`src/source/cpuPkg.sv`:
```
package cpuPkg;

    localparam int wordBits = 16;

    typedef logic [1:0] regAddr;

    // opcode field, bits 15..12
    localparam logic [3:0] opBne   = 4'd0;
    localparam logic [3:0] opBeq   = 4'd1;
    localparam logic [3:0] opBgz   = 4'd2;
    localparam logic [3:0] opBlz   = 4'd3;
    localparam logic [3:0] opAdi   = 4'd4;
    localparam logic [3:0] opOri   = 4'd5;
    localparam logic [3:0] opLhi   = 4'd6;
    localparam logic [3:0] opLwd   = 4'd7;
    localparam logic [3:0] opSwd   = 4'd8;
    localparam logic [3:0] opJmp   = 4'd9;
    localparam logic [3:0] opJal   = 4'd10;
    localparam logic [3:0] opRtype = 4'd15;

    // func field of R-type, bits 5..0
    localparam logic [5:0] fnAdd = 6'd0;
    localparam logic [5:0] fnSub = 6'd1;
    localparam logic [5:0] fnAnd = 6'd2;
    localparam logic [5:0] fnOrr = 6'd3;
    localparam logic [5:0] fnNot = 6'd4;
    localparam logic [5:0] fnShl = 6'd6;
    localparam logic [5:0] fnShr = 6'd7;
    localparam logic [5:0] fnJpr = 6'd25;
    localparam logic [5:0] fnJrl = 6'd26;
    localparam logic [5:0] fnWwd = 6'd28;
    localparam logic [5:0] fnHlt = 6'd29;

    // how execute resolves control flow
    localparam logic [2:0] brNone = 3'd0;
    localparam logic [2:0] brBne  = 3'd1;
    localparam logic [2:0] brBeq  = 3'd2;
    localparam logic [2:0] brBgz  = 3'd3;
    localparam logic [2:0] brBlz  = 3'd4;
    localparam logic [2:0] brJmp  = 3'd5; // pc page plus target field
    localparam logic [2:0] brJreg = 3'd6; // target from rs

    typedef enum logic [2:0] {
        aluAdd,
        aluSub,
        aluAnd,
        aluOr,
        aluNot,
        aluShl,
        aluShr,
        aluLhi
    } aluOp;

    typedef union packed {
        struct packed {
            logic [3:0] opcode;
            regAddr     rs;
            regAddr     rt;
            regAddr     rd;
            logic [5:0] func;
        } rType;
        struct packed {
            logic [3:0] opcode;
            regAddr     rs;
            regAddr     rt;
            logic [7:0] imm;
        } iType;
        struct packed {
            logic [3:0]  opcode;
            logic [11:0] target;
        } jType;
    } instrWord;

    // ADI r0, r0, 0 with no retire bit
    localparam instrWord nopWord = instrWord'({opAdi, 12'h000});

    localparam regAddr linkReg = 2'd2;

endpackage

```
`src/source/decodeStage.sv`:
```
`timescale 1ns/1ps

module decodeStage (
    input  logic                        clk,
    input  logic                        rstN,
    input  logic [cpuPkg::wordBits-1:0] ifPc,
    input  cpuPkg::instrWord            ifInstr,
    input  logic                        ifRetire,
    input  logic                        redirect,
    input  cpuPkg::regAddr              wbRd,
    input  logic [cpuPkg::wordBits-1:0] wbData,
    input  logic                        wbRegWrite,
    output logic                        stall,
    output logic                        haltSeen,
    output logic [cpuPkg::wordBits-1:0] exPc,
    output logic [cpuPkg::wordBits-1:0] exA,
    output logic [cpuPkg::wordBits-1:0] exB,
    output logic [cpuPkg::wordBits-1:0] exImm,
    output cpuPkg::regAddr              exRs,
    output cpuPkg::regAddr              exRt,
    output cpuPkg::regAddr              exRd,
    output cpuPkg::aluOp                exAluOp,
    output logic                        exAluSrcImm,
    output logic                        exMemRead,
    output logic                        exMemWrite,
    output logic                        exRegWrite,
    output logic                        exMemToReg,
    output logic                        exIsWwd,
    output logic                        exIsHalt,
    output logic [2:0]                  exBranchKind,
    output logic                        exRetire
);
    import cpuPkg::*;

    logic [wordBits-1:0] rsData;
    logic [wordBits-1:0] rtData;
    logic [wordBits-1:0] idImm;
    regAddr              idRd;
    aluOp                idAluOp;
    logic                idSrcImm;
    logic                idMemRead;
    logic                idMemWrite;
    logic                idRegWrite;
    logic                idMemToReg;
    logic                idIsWwd;
    logic                idIsHalt;
    logic [2:0]          idKind;
    logic                usesRs;
    logic                usesRt;
    logic                keep;
    logic                haltNow;
    logic                haltReg;

    registerFile registerFile_i (
        .clk    (clk),
        .rstN   (rstN),
        .rsAddr (ifInstr.rType.rs),
        .rtAddr (ifInstr.rType.rt),
        .wAddr  (wbRd),
        .wData  (wbData),
        .wEn    (wbRegWrite),
        .rsData (rsData),
        .rtData (rtData)
    );

    always_comb begin
        idAluOp    = aluAdd;
        idSrcImm   = 1'b1;
        idMemRead  = 1'b0;
        idMemWrite = 1'b0;
        idRegWrite = 1'b0;
        idMemToReg = 1'b0;
        idIsWwd    = 1'b0;
        idIsHalt   = 1'b0;
        idKind     = brNone;
        usesRs     = 1'b1;
        usesRt     = 1'b0;
        idRd       = ifInstr.iType.rt;
        idImm      = {{8{ifInstr.iType.imm[7]}}, ifInstr.iType.imm};
        case (ifInstr.rType.opcode)
            opAdi: idRegWrite = 1'b1;
            opOri: begin
                idAluOp    = aluOr;
                idRegWrite = 1'b1;
                idImm      = {8'h00, ifInstr.iType.imm};
            end
            opLhi: begin
                idAluOp    = aluLhi;
                idRegWrite = 1'b1;
                usesRs     = 1'b0;
                idImm      = {ifInstr.iType.imm, 8'h00};
            end
            opLwd: begin
                idMemRead  = 1'b1;
                idRegWrite = 1'b1;
                idMemToReg = 1'b1;
            end
            opSwd: begin
                idMemWrite = 1'b1;
                usesRt     = 1'b1;
            end
            opBne, opBeq: begin
                idKind = (ifInstr.rType.opcode == opBne) ? brBne : brBeq;
                usesRt = 1'b1;
            end
            opBgz: idKind = brBgz;
            opBlz: idKind = brBlz;
            opJmp, opJal: begin
                idKind     = brJmp;
                usesRs     = 1'b0;
                idImm      = {4'h0, ifInstr.jType.target};
                idRegWrite = (ifInstr.rType.opcode == opJal);
                idRd       = linkReg;
            end
            opRtype: begin
                idRd  = ifInstr.rType.rd;
                idImm = '0; // WWD passes rs through as rs + 0
                case (ifInstr.rType.func)
                    fnAdd, fnSub, fnAnd, fnOrr: begin
                        idAluOp    = (ifInstr.rType.func == fnAdd) ? aluAdd :
                                     (ifInstr.rType.func == fnSub) ? aluSub :
                                     (ifInstr.rType.func == fnAnd) ? aluAnd : aluOr;
                        idSrcImm   = 1'b0;
                        idRegWrite = 1'b1;
                        usesRt     = 1'b1;
                    end
                    fnNot, fnShl, fnShr: begin
                        idAluOp    = (ifInstr.rType.func == fnNot) ? aluNot :
                                     (ifInstr.rType.func == fnShl) ? aluShl : aluShr;
                        idRegWrite = 1'b1;
                    end
                    fnWwd: idIsWwd = 1'b1;
                    fnJpr, fnJrl: begin
                        idKind     = brJreg;
                        idRegWrite = (ifInstr.rType.func == fnJrl);
                        idRd       = linkReg;
                    end
                    fnHlt: begin
                        idIsHalt = 1'b1;
                        usesRs   = 1'b0;
                    end
                    default: ;
                endcase
            end
            default: ;
        endcase
    end

    // load in EX feeding a source read here
    assign stall = ifRetire && exMemRead && !redirect &&
                   ((usesRs && exRd == ifInstr.rType.rs) ||
                    (usesRt && exRd == ifInstr.rType.rt));
    assign keep = ifRetire && !stall && !redirect;

    assign haltNow  = ifRetire && idIsHalt && !redirect;
    assign haltSeen = haltReg || haltNow;

    always_ff @(posedge clk or negedge rstN) begin
        if (!rstN) begin
            haltReg <= 1'b0;
        end else if (haltNow) begin
            haltReg <= 1'b1;
        end
    end

    // ID/EX control, a bubble when not kept
    always_ff @(posedge clk or negedge rstN) begin
        if (!rstN) begin
            exAluSrcImm  <= 1'b0;
            exMemRead    <= 1'b0;
            exMemWrite   <= 1'b0;
            exRegWrite   <= 1'b0;
            exMemToReg   <= 1'b0;
            exIsWwd      <= 1'b0;
            exIsHalt     <= 1'b0;
            exBranchKind <= brNone;
            exRetire     <= 1'b0;
        end else begin
            exAluSrcImm  <= idSrcImm;
            exMemRead    <= keep && idMemRead;
            exMemWrite   <= keep && idMemWrite;
            exRegWrite   <= keep && idRegWrite;
            exMemToReg   <= keep && idMemToReg;
            exIsWwd      <= keep && idIsWwd;
            exIsHalt     <= keep && idIsHalt;
            exBranchKind <= keep ? idKind : brNone;
            exRetire     <= keep;
        end
    end

    always_ff @(posedge clk) begin
        exPc    <= ifPc;
        exA     <= rsData;
        exB     <= rtData;
        exImm   <= idImm;
        exRs    <= ifInstr.rType.rs;
        exRt    <= ifInstr.rType.rt;
        exRd    <= idRd;
        exAluOp <= idAluOp;
    end

    // a slot without retire bit arrives as the nop word
    assert property (@(posedge clk) disable iff (!rstN) !ifRetire |-> ifInstr == nopWord);

endmodule

```
`src/source/executeStage.sv`:
```
`timescale 1ns/1ps

module executeStage (
    input  logic                        clk,
    input  logic                        rstN,
    input  logic [cpuPkg::wordBits-1:0] exPc,
    input  logic [cpuPkg::wordBits-1:0] exA,
    input  logic [cpuPkg::wordBits-1:0] exB,
    input  logic [cpuPkg::wordBits-1:0] exImm,
    input  cpuPkg::regAddr              exRs,
    input  cpuPkg::regAddr              exRt,
    input  cpuPkg::regAddr              exRd,
    input  cpuPkg::aluOp                exAluOp,
    input  logic                        exAluSrcImm,
    input  logic                        exMemRead,
    input  logic                        exMemWrite,
    input  logic                        exRegWrite,
    input  logic                        exMemToReg,
    input  logic                        exIsWwd,
    input  logic                        exIsHalt,
    input  logic [2:0]                  exBranchKind,
    input  logic                        exRetire,
    input  cpuPkg::regAddr              wbRd,
    input  logic                        wbRegWrite,
    input  logic [cpuPkg::wordBits-1:0] wbData,
    output logic                        redirect,
    output logic [cpuPkg::wordBits-1:0] redirectPc,
    output logic [cpuPkg::wordBits-1:0] memAddr,
    output logic [cpuPkg::wordBits-1:0] memStoreData,
    output cpuPkg::regAddr              memRd,
    output logic                        memRegWrite,
    output logic                        memMemRead,
    output logic                        memMemWrite,
    output logic                        memMemToReg,
    output logic                        memIsWwd,
    output logic                        memIsHalt,
    output logic                        memRetire,
    output logic [cpuPkg::wordBits-1:0] memResult
);
    import cpuPkg::*;

    logic [wordBits-1:0] opA;
    logic [wordBits-1:0] opB;
    logic [wordBits-1:0] aluB;
    logic [wordBits-1:0] aluResult;
    logic                taken;
    logic                isJump;

    // newest producer first
    assign opA = (memRegWrite && memRd == exRs) ? memResult :
                 (wbRegWrite && wbRd == exRs) ? wbData : exA;
    assign opB = (memRegWrite && memRd == exRt) ? memResult :
                 (wbRegWrite && wbRd == exRt) ? wbData : exB;
    assign aluB = exAluSrcImm ? exImm : opB;

    always_comb begin
        case (exAluOp)
            aluAdd:  aluResult = opA + aluB;
            aluSub:  aluResult = opA - aluB;
            aluAnd:  aluResult = opA & aluB;
            aluOr:   aluResult = opA | aluB;
            aluNot:  aluResult = ~opA;
            aluShl:  aluResult = {opA[wordBits-2:0], 1'b0};
            aluShr:  aluResult = {opA[wordBits-1], opA[wordBits-1:1]}; // keeps sign
            default: aluResult = aluB; // LHI, immediate already shifted
        endcase
    end

    always_comb begin
        case (exBranchKind)
            brBne:         taken = opA != opB;
            brBeq:         taken = opA == opB;
            brBgz:         taken = !opA[wordBits-1] && opA != '0;
            brBlz:         taken = opA[wordBits-1];
            brJmp, brJreg: taken = 1'b1;
            default:       taken = 1'b0;
        endcase
    end

    assign isJump   = exBranchKind == brJmp || exBranchKind == brJreg;
    assign redirect = exRetire && taken;

    always_comb begin
        case (exBranchKind)
            brJmp:   redirectPc = {exPc[wordBits-1:12], exImm[11:0]};
            brJreg:  redirectPc = opA;
            default: redirectPc = exPc + 1'b1 + exImm;
        endcase
    end

    // EX/MEM
    always_ff @(posedge clk or negedge rstN) begin
        if (!rstN) begin
            memRegWrite <= 1'b0;
            memMemRead  <= 1'b0;
            memMemWrite <= 1'b0;
            memMemToReg <= 1'b0;
            memIsWwd    <= 1'b0;
            memIsHalt   <= 1'b0;
            memRetire   <= 1'b0;
        end else begin
            memRegWrite <= exRegWrite;
            memMemRead  <= exMemRead;
            memMemWrite <= exMemWrite;
            memMemToReg <= exMemToReg;
            memIsWwd    <= exIsWwd;
            memIsHalt   <= exIsHalt;
            memRetire   <= exRetire;
        end
    end

    always_ff @(posedge clk) begin
        memAddr      <= aluResult;
        memStoreData <= opB;
        memRd        <= exRd;
        memResult    <= (isJump && exRegWrite) ? exPc + 1'b1 : aluResult; // link value
    end

    assert property (@(posedge clk) disable iff (!rstN) !(memMemRead && memMemWrite));

endmodule

```
`src/source/fetchStage.sv`:
```
`timescale 1ns/1ps

module fetchStage (
    input  logic                        clk,
    input  logic                        rstN,
    input  logic                        stall,
    input  logic                        redirect,
    input  logic [cpuPkg::wordBits-1:0] redirectPc,
    input  logic                        haltSeen,
    input  logic [cpuPkg::wordBits-1:0] instData,
    output logic [cpuPkg::wordBits-1:0] instAddress,
    output logic [cpuPkg::wordBits-1:0] ifPc,
    output cpuPkg::instrWord            ifInstr,
    output logic                        ifRetire
);
    import cpuPkg::*;

    always_ff @(posedge clk or negedge rstN) begin
        if (!rstN) begin
            instAddress <= '0;
        end else if (redirect) begin
            instAddress <= redirectPc;
        end else if (!stall && !haltSeen) begin
            instAddress <= instAddress + 1'b1;
        end
    end

    // IF/ID
    always_ff @(posedge clk or negedge rstN) begin
        if (!rstN) begin
            ifInstr  <= nopWord;
            ifRetire <= 1'b0;
        end else if (redirect || haltSeen) begin
            ifInstr  <= nopWord; // flushed slot
            ifRetire <= 1'b0;
        end else if (!stall) begin
            ifInstr  <= instrWord'(instData);
            ifRetire <= 1'b1;
        end
    end

    always_ff @(posedge clk) begin
        if (!stall) begin
            ifPc <= instAddress;
        end
    end

    // redirect wins, decode drops its stall
    assert property (@(posedge clk) disable iff (!rstN) !(stall && redirect));

endmodule

```
`src/source/memWriteback.sv`:
```
`timescale 1ns/1ps

module memWriteback (
    input  logic                        clk,
    input  logic                        rstN,
    input  logic [cpuPkg::wordBits-1:0] memAddr,
    input  logic [cpuPkg::wordBits-1:0] memStoreData,
    input  cpuPkg::regAddr              memRd,
    input  logic                        memRegWrite,
    input  logic                        memMemRead,
    input  logic                        memMemWrite,
    input  logic                        memMemToReg,
    input  logic                        memIsWwd,
    input  logic                        memIsHalt,
    input  logic                        memRetire,
    input  logic [cpuPkg::wordBits-1:0] memResult,
    input  logic [cpuPkg::wordBits-1:0] readData,
    output logic [cpuPkg::wordBits-1:0] dataAddress,
    output logic                        readM,
    output logic                        writeM,
    output logic [cpuPkg::wordBits-1:0] writeData,
    output cpuPkg::regAddr              wbRd,
    output logic                        wbRegWrite,
    output logic [cpuPkg::wordBits-1:0] wbData,
    output logic [cpuPkg::wordBits-1:0] outputPort,
    output logic                        wwdStrobe,
    output logic [cpuPkg::wordBits-1:0] numInst,
    output logic                        halted
);
    import cpuPkg::*;

    logic [wordBits-1:0] wbLoad;
    logic [wordBits-1:0] wbResult;
    logic                wbMemToReg;
    logic                wbRetire;

    assign dataAddress = memAddr;
    assign readM       = memMemRead;
    assign writeM      = memMemWrite;
    assign writeData   = memStoreData;

    // MEM/WB control and the output side
    always_ff @(posedge clk or negedge rstN) begin
        if (!rstN) begin
            wbRegWrite <= 1'b0;
            wbMemToReg <= 1'b0;
            wbRetire   <= 1'b0;
            wwdStrobe  <= 1'b0;
            outputPort <= '0;
            halted     <= 1'b0;
            numInst    <= '0;
        end else begin
            wbRegWrite <= memRegWrite;
            wbMemToReg <= memMemToReg;
            wbRetire   <= memRetire;
            wwdStrobe  <= memIsWwd && memRetire;
            if (memIsWwd && memRetire) begin
                outputPort <= memResult;
            end
            if (memIsHalt && memRetire) begin
                halted <= 1'b1; // sticky until reset
            end
            if (wbRetire) begin
                numInst <= numInst + 1'b1;
            end
        end
    end

    always_ff @(posedge clk) begin
        wbRd     <= memRd;
        wbLoad   <= readData;
        wbResult <= memResult;
    end

    assign wbData = wbMemToReg ? wbLoad : wbResult;

    // nothing younger than HLT reaches WB
    assert property (@(posedge clk) disable iff (!rstN) !(wwdStrobe && halted));

endmodule

```
`src/source/pipelineCpu.sv`:
```
`timescale 1ns/1ps

module pipelineCpu (
    input  logic                        clk,
    input  logic                        rstN,
    output logic [cpuPkg::wordBits-1:0] instAddress,
    input  logic [cpuPkg::wordBits-1:0] instData,
    output logic [cpuPkg::wordBits-1:0] dataAddress,
    output logic                        readM,
    output logic                        writeM,
    output logic [cpuPkg::wordBits-1:0] writeData,
    input  logic [cpuPkg::wordBits-1:0] readData,
    output logic [cpuPkg::wordBits-1:0] outputPort,
    output logic                        wwdStrobe,
    output logic [cpuPkg::wordBits-1:0] numInst,
    output logic                        halted
);
    import cpuPkg::*;

    // fetch and decode
    logic                stall;
    logic                haltSeen;
    logic                redirect;
    logic [wordBits-1:0] redirectPc;
    logic [wordBits-1:0] ifPc;
    instrWord            ifInstr;
    logic                ifRetire;

    // ID/EX
    logic [wordBits-1:0] exPc;
    logic [wordBits-1:0] exA;
    logic [wordBits-1:0] exB;
    logic [wordBits-1:0] exImm;
    regAddr              exRs;
    regAddr              exRt;
    regAddr              exRd;
    aluOp                exAluOp;
    logic                exAluSrcImm;
    logic                exMemRead;
    logic                exMemWrite;
    logic                exRegWrite;
    logic                exMemToReg;
    logic                exIsWwd;
    logic                exIsHalt;
    logic [2:0]          exBranchKind;
    logic                exRetire;

    // EX/MEM
    logic [wordBits-1:0] memAddr;
    logic [wordBits-1:0] memStoreData;
    regAddr              memRd;
    logic                memRegWrite;
    logic                memMemRead;
    logic                memMemWrite;
    logic                memMemToReg;
    logic                memIsWwd;
    logic                memIsHalt;
    logic                memRetire;
    logic [wordBits-1:0] memResult;

    // writeback, also the forwarding source
    regAddr              wbRd;
    logic                wbRegWrite;
    logic [wordBits-1:0] wbData;

    fetchStage fetchStage_i (.*);

    decodeStage decodeStage_i (.*);

    executeStage executeStage_i (.*);

    memWriteback memWriteback_i (.*);

endmodule

```
`src/source/registerFile.sv`:
```
`timescale 1ns/1ps

module registerFile (
    input  logic                        clk,
    input  logic                        rstN,
    input  cpuPkg::regAddr              rsAddr,
    input  cpuPkg::regAddr              rtAddr,
    input  cpuPkg::regAddr              wAddr,
    input  logic [cpuPkg::wordBits-1:0] wData,
    input  logic                        wEn,
    output logic [cpuPkg::wordBits-1:0] rsData,
    output logic [cpuPkg::wordBits-1:0] rtData
);
    import cpuPkg::*;

    logic [wordBits-1:0] regs [4];

    always_ff @(posedge clk or negedge rstN) begin
        if (!rstN) begin
            for (int i = 0; i < 4; i++) begin
                regs[i] <= '0;
            end
        end else if (wEn) begin
            regs[wAddr] <= wData;
        end
    end

    // write-through covers the writeback to decode distance
    assign rsData = (wEn && wAddr == rsAddr) ? wData : regs[rsAddr];
    assign rtData = (wEn && wAddr == rtAddr) ? wData : regs[rtAddr];

endmodule

```
`config.mk`:
```
export PLATFORM = sky130hd
export DESIGN_NAME = pipelineCpu
export DESIGN_NICKNAME = d
export VERILOG_FILES = /design/src/source/cpuPkg.sv /design/src/source/decodeStage.sv /design/src/source/executeStage.sv /design/src/source/fetchStage.sv /design/src/source/memWriteback.sv /design/src/source/pipelineCpu.sv /design/src/source/registerFile.sv
export SDC_FILE = /design/constraint.sdc
export NUM_CORES = 1
export LEC_CHECK = 0
export BUFFER_PORTS_ARGS = -buffer_cell sky130_fd_sc_hd__buf_2
export CORE_MARGIN = 1.5
export CORE_UTILIZATION = 45
export DETAILED_ROUTE_END_ITERATION = 12
export GPL_TIMING_DRIVEN = 0
export SLEW_MARGIN = 20
export SYNTH_ARGS = -nofsm -noshare
export SYNTH_HDL_FRONTEND = slang
export SYNTH_SLANG_ARGS = --single-unit
```
`constraint.sdc`:
```
create_clock -name clk -period 5.75 [get_ports clk]
set_input_delay 0.2875 -clock clk [delete_from_list [all_inputs] [get_ports clk]]
set_output_delay 0.2875 -clock clk [all_outputs]
set_load 0.03 [all_outputs]
```
==> Word-level counts from Yosys, hierarchy flattened <==
Index checks and enable logic that the tools add are counted.
{ "classes": {"bitwise": 6, "order_cmp": 4, "eq_ne": 44, "n_mux": 55, "addsub": 6, "n_reduce_logical": 50} }
{ "op_table": {"columns": ["operator", "count"], "rows": [
  ["$mux W16", 18],
  ["$pmux W16 S7", 1],
  ["$bmux W16 S2", 2],
  ["$bwmux W64", 1],
  ["$pmux W16 S4", 1],
  ["$add A16 B1 Y16 const B", 3],
  ["$add A16 B16 Y16", 2],
  ["$demux W16 S2", 1],
  ["$pmux W16 S2", 1],
  ["$logic_and A1 B1 Y1", 27],
  ["$eq A6 B5 Y1 const B", 4],
  ["$eq A3 B3 Y1 const B", 6],
  ["$eq A6 B3 Y1 const B", 3],
  ["$and A16 B16 Y16", 1],
  ["$eq A16 B16 Y1", 1],
  ["$eq A2 B2 Y1", 8],
  ["$eq A4 B3 Y1 const B", 4],
  ["$eq A4 B4 Y1 const B", 4],
  ["$ne A16 B16 Y1", 1],
  ["$not A16 Y16", 1],
  ["$or A16 B16 Y16", 1],
  ["$reduce_bool A16 Y1", 1],
  ["$sub A16 B16 Y16", 1],
  ["$mux W3", 5],
  ["other kinds (29)", 67]
]} }
{ "totals": {"regBits": 324, "in_bits": 34, "word_cells": 210, "output_inout_bits": 84} }

==> Logic depth before layout (Yosys ltp) <==
{ "depth": {"word_depth": 15, "mapped_depth": 20, "ltp_nobuf": 18} }

==> Modules after synthesis <==
A second synthesis with hierarchy kept.
{ "hier_totals": {"hier_cells": 1651, "area_unflattened_um2": 17488.0} }
{ "modules_own_cells": {"columns": ["module", "seq_area_each_um2", "instances", "area_per_inst_um2", "cells_per_inst"], "rows": [
  ["executeStage", 1176.1, 1, 6588.8, 870],
  ["registerFile", 1601.5, 1, 3777.4, 219],
  ["memWriteback", 1606.5, 1, 2568.7, 188],
  ["decodeStage", 1736.7, 1, 2476.1, 200],
  ["fetchStage", 1307.5, 1, 2077.0, 174]
]} }

==> Least setup slack after synthesis <==
No wires, ideal clock.
{ "synth_path": {"path_kind": "register to register", "from": "register memWriteback_i.wbMemToReg", "to": "register executeStage_i.memResult[14] (netlist bit)", "stages_incl_launch_ff": 19, "path_slack_ns": 1.435, "arrival_ns": 4.257, "t_required_ns": 5.692, "setup_time_ns": 0.058, "synth_period_minus_slack_ns": 4.315, "n_path_buf": 2, "path_cell_list": "dfrtp_1 > buf_4 > buf_6 > mux2i_1 > and4_1 > o31ai_1 > o41ai_1 > and3_1 > nor2_1 > xor2_1 > ha_1 > o21a_1 > nor2_1 > a211oi_1 > o21a_1 > o311a_1 > or4_1 > a31oi_1 > mux2_2"} }
{ "synth_via": {"elab_chain_len": 7, "word_cells_on_any_way": 13, "classes_between": "add/sub (2); mux (8); bitwise (3)"} }
{ "synth_lines": {"columns": ["item", "line", "source"], "rows": [
  ["start: declaration", "memWriteback.sv:34", "logic wbMemToReg;"],
  ["start signal: assignment", "memWriteback.sv:54", "wbMemToReg <= memMemToReg;"],
  ["$mux W16 (*)", "memWriteback.sv:75", "assign wbData = wbMemToReg ? wbLoad : wbResult;"],
  ["$mux W16 (*)", "executeStage.sv:53", "(wbRegWrite && wbRd == exRt) ? wbData : exB;"],
  ["$mux W16 (*)", "executeStage.sv:52", "assign opB = (memRegWrite && memRd == exRt) ? memResult :"],
  ["via executeStage_i.opB[2]", "executeStage.sv:43", "logic [wordBits-1:0] opB;"],
  ["$mux W16 (*)", "executeStage.sv:54", "assign aluB = exAluSrcImm ? exImm : opB;"],
  ["$sub A16 B16 Y16 or $add A16 B16 Y16 (tied branches)", "executeStage.sv:59, executeStage.sv:58", null],
  ["$pmux W16 S7 (*)", "executeStage.sv:57", "case (exAluOp)"],
  ["via executeStage_i.aluResult[14]", "executeStage.sv:45", "logic [wordBits-1:0] aluResult;"],
  ["$mux W16 (*)", "executeStage.sv:116", "memResult <= (isJump && exRegWrite) ? exPc + 1'b1 : aluResult;"],
  ["end signal: assignment", "executeStage.sv:116", null],
  ["end: declaration", "executeStage.sv:38", "output logic [cpuPkg::wordBits-1:0] memResult"]
]} }
Mark *: on every way through the listed nets, which the timed path passes. The rest lies on a longest branch.
A chain may end at the register's enable or synchronous reset.

==> Final worst setup path <==
{ "layout_path": {"from": "register memWriteback_i.wbRd[0]", "to": "register executeStage_i.memResult[14] (netlist bit)"} }
{ "layout_via": {"elab_chain_len": 8, "word_cells_on_any_way": 16, "classes_between": "add/sub (2); eq/ne (2); mux (7); bitwise (3); reduce/logical (2)"} }
{ "layout_lines": {"columns": ["item", "line", "source"], "rows": [
  ["start: declaration", "memWriteback.sv:22", "output cpuPkg::regAddr wbRd,"],
  ["start signal: assignment", "memWriteback.sv:70", "wbRd <= memRd;"],
  ["$eq A2 B2 Y1 (*)", "executeStage.sv:53", null],
  ["$logic_and A1 B1 Y1 (*)", "executeStage.sv:53", null],
  ["$mux W16 (*)", "executeStage.sv:53", null],
  ["$mux W16 (*)", "executeStage.sv:52", null],
  ["via executeStage_i.opB[6]", "executeStage.sv:43", null],
  ["$mux W16 (*)", "executeStage.sv:54", null],
  ["$sub A16 B16 Y16 or $add A16 B16 Y16 (tied branches)", "executeStage.sv:59, executeStage.sv:58", null],
  ["$pmux W16 S7 (*)", "executeStage.sv:57", null],
  ["via executeStage_i.aluResult[14]", "executeStage.sv:45", null],
  ["$mux W16 (*)", "executeStage.sv:116", null]
]} }
Marked as above.

==> impl_metrics.toml <==
[cts]
cts_num_sinks = 324
clock-root-buffer = "clkbuf_16"
cts.path.max_buffers = 3
cts.clk_slew.worst_paths_ns = 0.06
clock_latency_ns = 0.55
htreeDepth = 2
cts_buffers = 36
cts_tree = "yes"

[worst_setup_path]
setup.worst_path.class = "register to register"
end_kind = "register"
start_kind = "register"
required_ns = 6.24
crit_fanout = 10
crit_arrival_ns = 6.08

[sta]
fin_crit_sh = 0.972
post-route-min-period_ns = 5.59
rsz0062_at_grt = "true"
slew_headroom = 0.133
finalMaxSlewViolations = 0
setup_viol = 0
max_slew.worst_pin.slew_ns = 1.29
fmaxAchievable_ghz = 0.179
hold_viol_final = 0
fin_skew_ns = 0.0117

[floorplanning]
rows = 69
core_mm2 = 0.0355
dieArea_mm2 = 0.0371
pin_count = 118
start_util = 0.456
die_w_um = 193
die_h_um = 193

[grt]
grt_max_degree = 98
grt_remaining_overflow = 0
grt_use_total = 0.303
antenna_found_initial = 2
grt_pass1_vias = 13400
grt_pass1_wl_um = 83000

[routing]
dr.pass1.iters = 5
detail-route-antenna-nets = 0
vias = 13800
drt-initial-drc-count = 1356
drt-total-wl_um = 55400
post_drt_wl_per_cell_um = 24.0
drc = 0
viasPerCell = 6.00

[final_layout]
final_common_cell = "nand2_1"
final_util = 0.539
fillers = 3217
area_delta_synth_final_pct = 18.2
finish.net_count = 1888
drive_above_1_share = 0.161
layout_common_cells = "nand2_1, dfxtp_1, dfrtp_1, o21ai_0, buf_2"

[yosys]
muxShareOfSynthArea = 0.0927
synth_warnings = 0
ys_async_sr_fraction = 0.466
synth-simple-area-share = 0.151
ys_seq_elements = 324
syn-num-nets = 1700
synth-compound-area-share = 0.163
synth.avg_cell_area_um2 = 9.92
yosysSeqAreaShare = 0.458
synthXorXnorAreaFrac = 0.0632
syn_inst = 1630
synth_top_family_by_area = "compound AO/OA/AOI/OAI gates"
synthAdderAreaFrac = 0.0337
synthFlopType = "dfxtp_1"
synth-edff-count = 16
netlist_area_mm2 = 0.0162
yosysUniqueCellTypes = 71

[worst_hold_path]
hp-class = "input port to register"

[placed_design]
dp_hpwl_um = 41600
place.gp.congestion = 0.983
io_buffers = 117

[run]
cap_violations = 0

[run_status]
run_status = "complete, no violations"
## registers in the layout, indices dropped and copies added (netlist names), 3 cells and up
signal	count
memWriteback_i.outputPort	16
decodeStage_i.exAluOp	3
memWriteback_i.wbResult	16
fetchStage_i.instAddress	16
executeStage_i.memStoreData	16
fetchStage_i.ifInstr	16
decodeStage_i.registerFile_i.regs	64
decodeStage_i.exImm	16
fetchStage_i.ifPc	16
decodeStage_i.exB	16
decodeStage_i.exPc	16
decodeStage_i.exA	16
decodeStage_i.exBranchKind	3
executeStage_i.memResult	16
memWriteback_i.wbLoad	16
executeStage_i.memAddr	16
memWriteback_i.numInst	16
## per-layer routing
layer	share of wire	global-route usage	routed length, µm
met2	0.45	0.470	25000
met4	0.043	0.135	2360
met3	0.062	0.0427	3410
met1	0.44	0.420	24600
met5	0	0	0
## cells by family (layout without fill, tap and decap cells)
kind of cell / count (synthesis) / count (layout)
buf+inv: 153 / 367
mux: 105 / 105
fa+ha+maj: 44 / 44
flops: 324 / 324
xor+xnor: 115 / 115
compound gates: 399 / 399
other cells: 0 / 1
simple gates: 490 / 490
## synth_stat cells (8+ instances only)
| cell | number | area (µm²) |
|---|---|---|
| a211oi_1 | 10 | 75.1 |
| a21o_1 | 16 | 120 |
| a21oi_1 | 83 | 415 |
| a221o_1 | 10 | 100 |
| a221oi_1 | 13 | 114 |
| a31oi_1 | 42 | 263 |
| and3_1 | 24 | 150 |
| and4_1 | 34 | 298 |
| buf_1 | 10 | 37.5 |
| buf_2 | 8 | 40.0 |
| clkbuf_1 | 83 | 312 |
| dfrtp_1 | 150 | 3750 |
| dfxtp_1 | 157 | 3140 |
| edfxtp_1 | 16 | 480 |
| ha_1 | 34 | 425 |
| inv_1 | 42 | 158 |
| maj3_1 | 8 | 80.1 |
| mux2_2 | 27 | 304 |
| mux2i_1 | 44 | 440 |
| mux4_2 | 33 | 743 |
| nand2_1 | 164 | 616 |
| nand2b_1 | 12 | 75.1 |
| nand3_1 | 51 | 255 |
| nand4_1 | 48 | 300 |
| nor2_1 | 86 | 323 |
| nor2b_1 | 8 | 50.1 |
| nor3_1 | 26 | 130 |
| nor4_1 | 10 | 62.6 |
| o21a_1 | 8 | 60.1 |
| o21ai_0 | 127 | 636 |
| o31ai_1 | 15 | 113 |
| o31ai_2 | 11 | 138 |
| or3_1 | 9 | 56.3 |
| xnor2_1 | 69 | 604 |
| xor2_1 | 44 | 385 |
## cell type report
| type | instances | area (µm²) | area share |
|---|---|---|---|
| Buffer | 108 | 467 | 0.0244 |
| Multi-Input combinational cell | 1153 | 8290 | 0.434 |
| Inverter | 45 | 169 | 0.00884 |
| Sequential cell | 324 | 7400 | 0.387 |
| Antenna cell | 1 | 2.50 | 0.000131 |
| Clock inverter | 21 | 279 | 0.0146 |
| Clock buffer | 43 | 978 | 0.0512 |
| Timing Repair Buffer | 150 | 945 | 0.0494 |
| Tap cell | 461 | 577 | 0.0302 |
## repair_timing
action | CTS | global route
endpoints found under the setup margin | 5 | 6
hold buffers | 31 | 0
endpoints found under the hold margin | 84 | 0
resized for setup | 5 | 21
setup buffers | 0 | 0
## worst max-delay path, stage by stage, from the launching register on
cell	delay (ns)
dfxtp_1	0.30
buf_2	0.17
xnor2_2	0.28
clkbuf_1	0.37
a31oi_1	0.20
o31ai_1	1.08
mux2i_1	0.43
xor2_1	0.28
ha_1	0.37
o21a_1	0.20
nor2_1	0.13
a211oi_1	0.09
o21a_1	0.26
o311a_1	0.31
or4_1	0.41
a31oi_1	0.41
mux2_2	0.23
## worst paths after layout
path / from / end / slack, ns / depth (start not counted)
min: instData[3] / fetchStage_i.ifInstr[3]$_DFFE_PN0P_ / 0.03 / 3
max reg2reg: memWriteback_i.wbRd[0]$_DFF_P_ / executeStage_i.memResult[14]$_DFF_P_ / 0.16 / 16
min in group asynchronous: rstN / memWriteback_i.numInst[4]$_DFFE_PN0P_ / 0.27 / 2
max in group asynchronous: rstN / fetchStage_i.ifInstr[14]$_DFFE_PN1P_ / 4.58 / 3
min reg2reg: fetchStage_i.ifPc[0]$_DFFE_PN_ / decodeStage_i.exPc[0]$_DFF_P_ / 0.34 / 0
max: memWriteback_i.wbRd[0]$_DFF_P_ / executeStage_i.memResult[14]$_DFF_P_ / 0.16 / 16
## through the flow
step	hold slack, ns	worst slack [ns]	std cells	setup TNS, ns	area (µm²)
global route	0.0383	-0.105	2305	-0.182	19100
finish	0.0258	0.161	2306	0	19100
global placement	0.327	-0.550	2208	-2.81	17300
detailed placement	0.264	-0.374	2210	-1.06	17400
floorplan	-0.00809	1.44	1630	0	16200
CTS	0.00484	0.00872	2305	0	19000
Power is not shown: default switching activity piles up to over one toggle a cycle in this logic, so the estimate is an artifact.
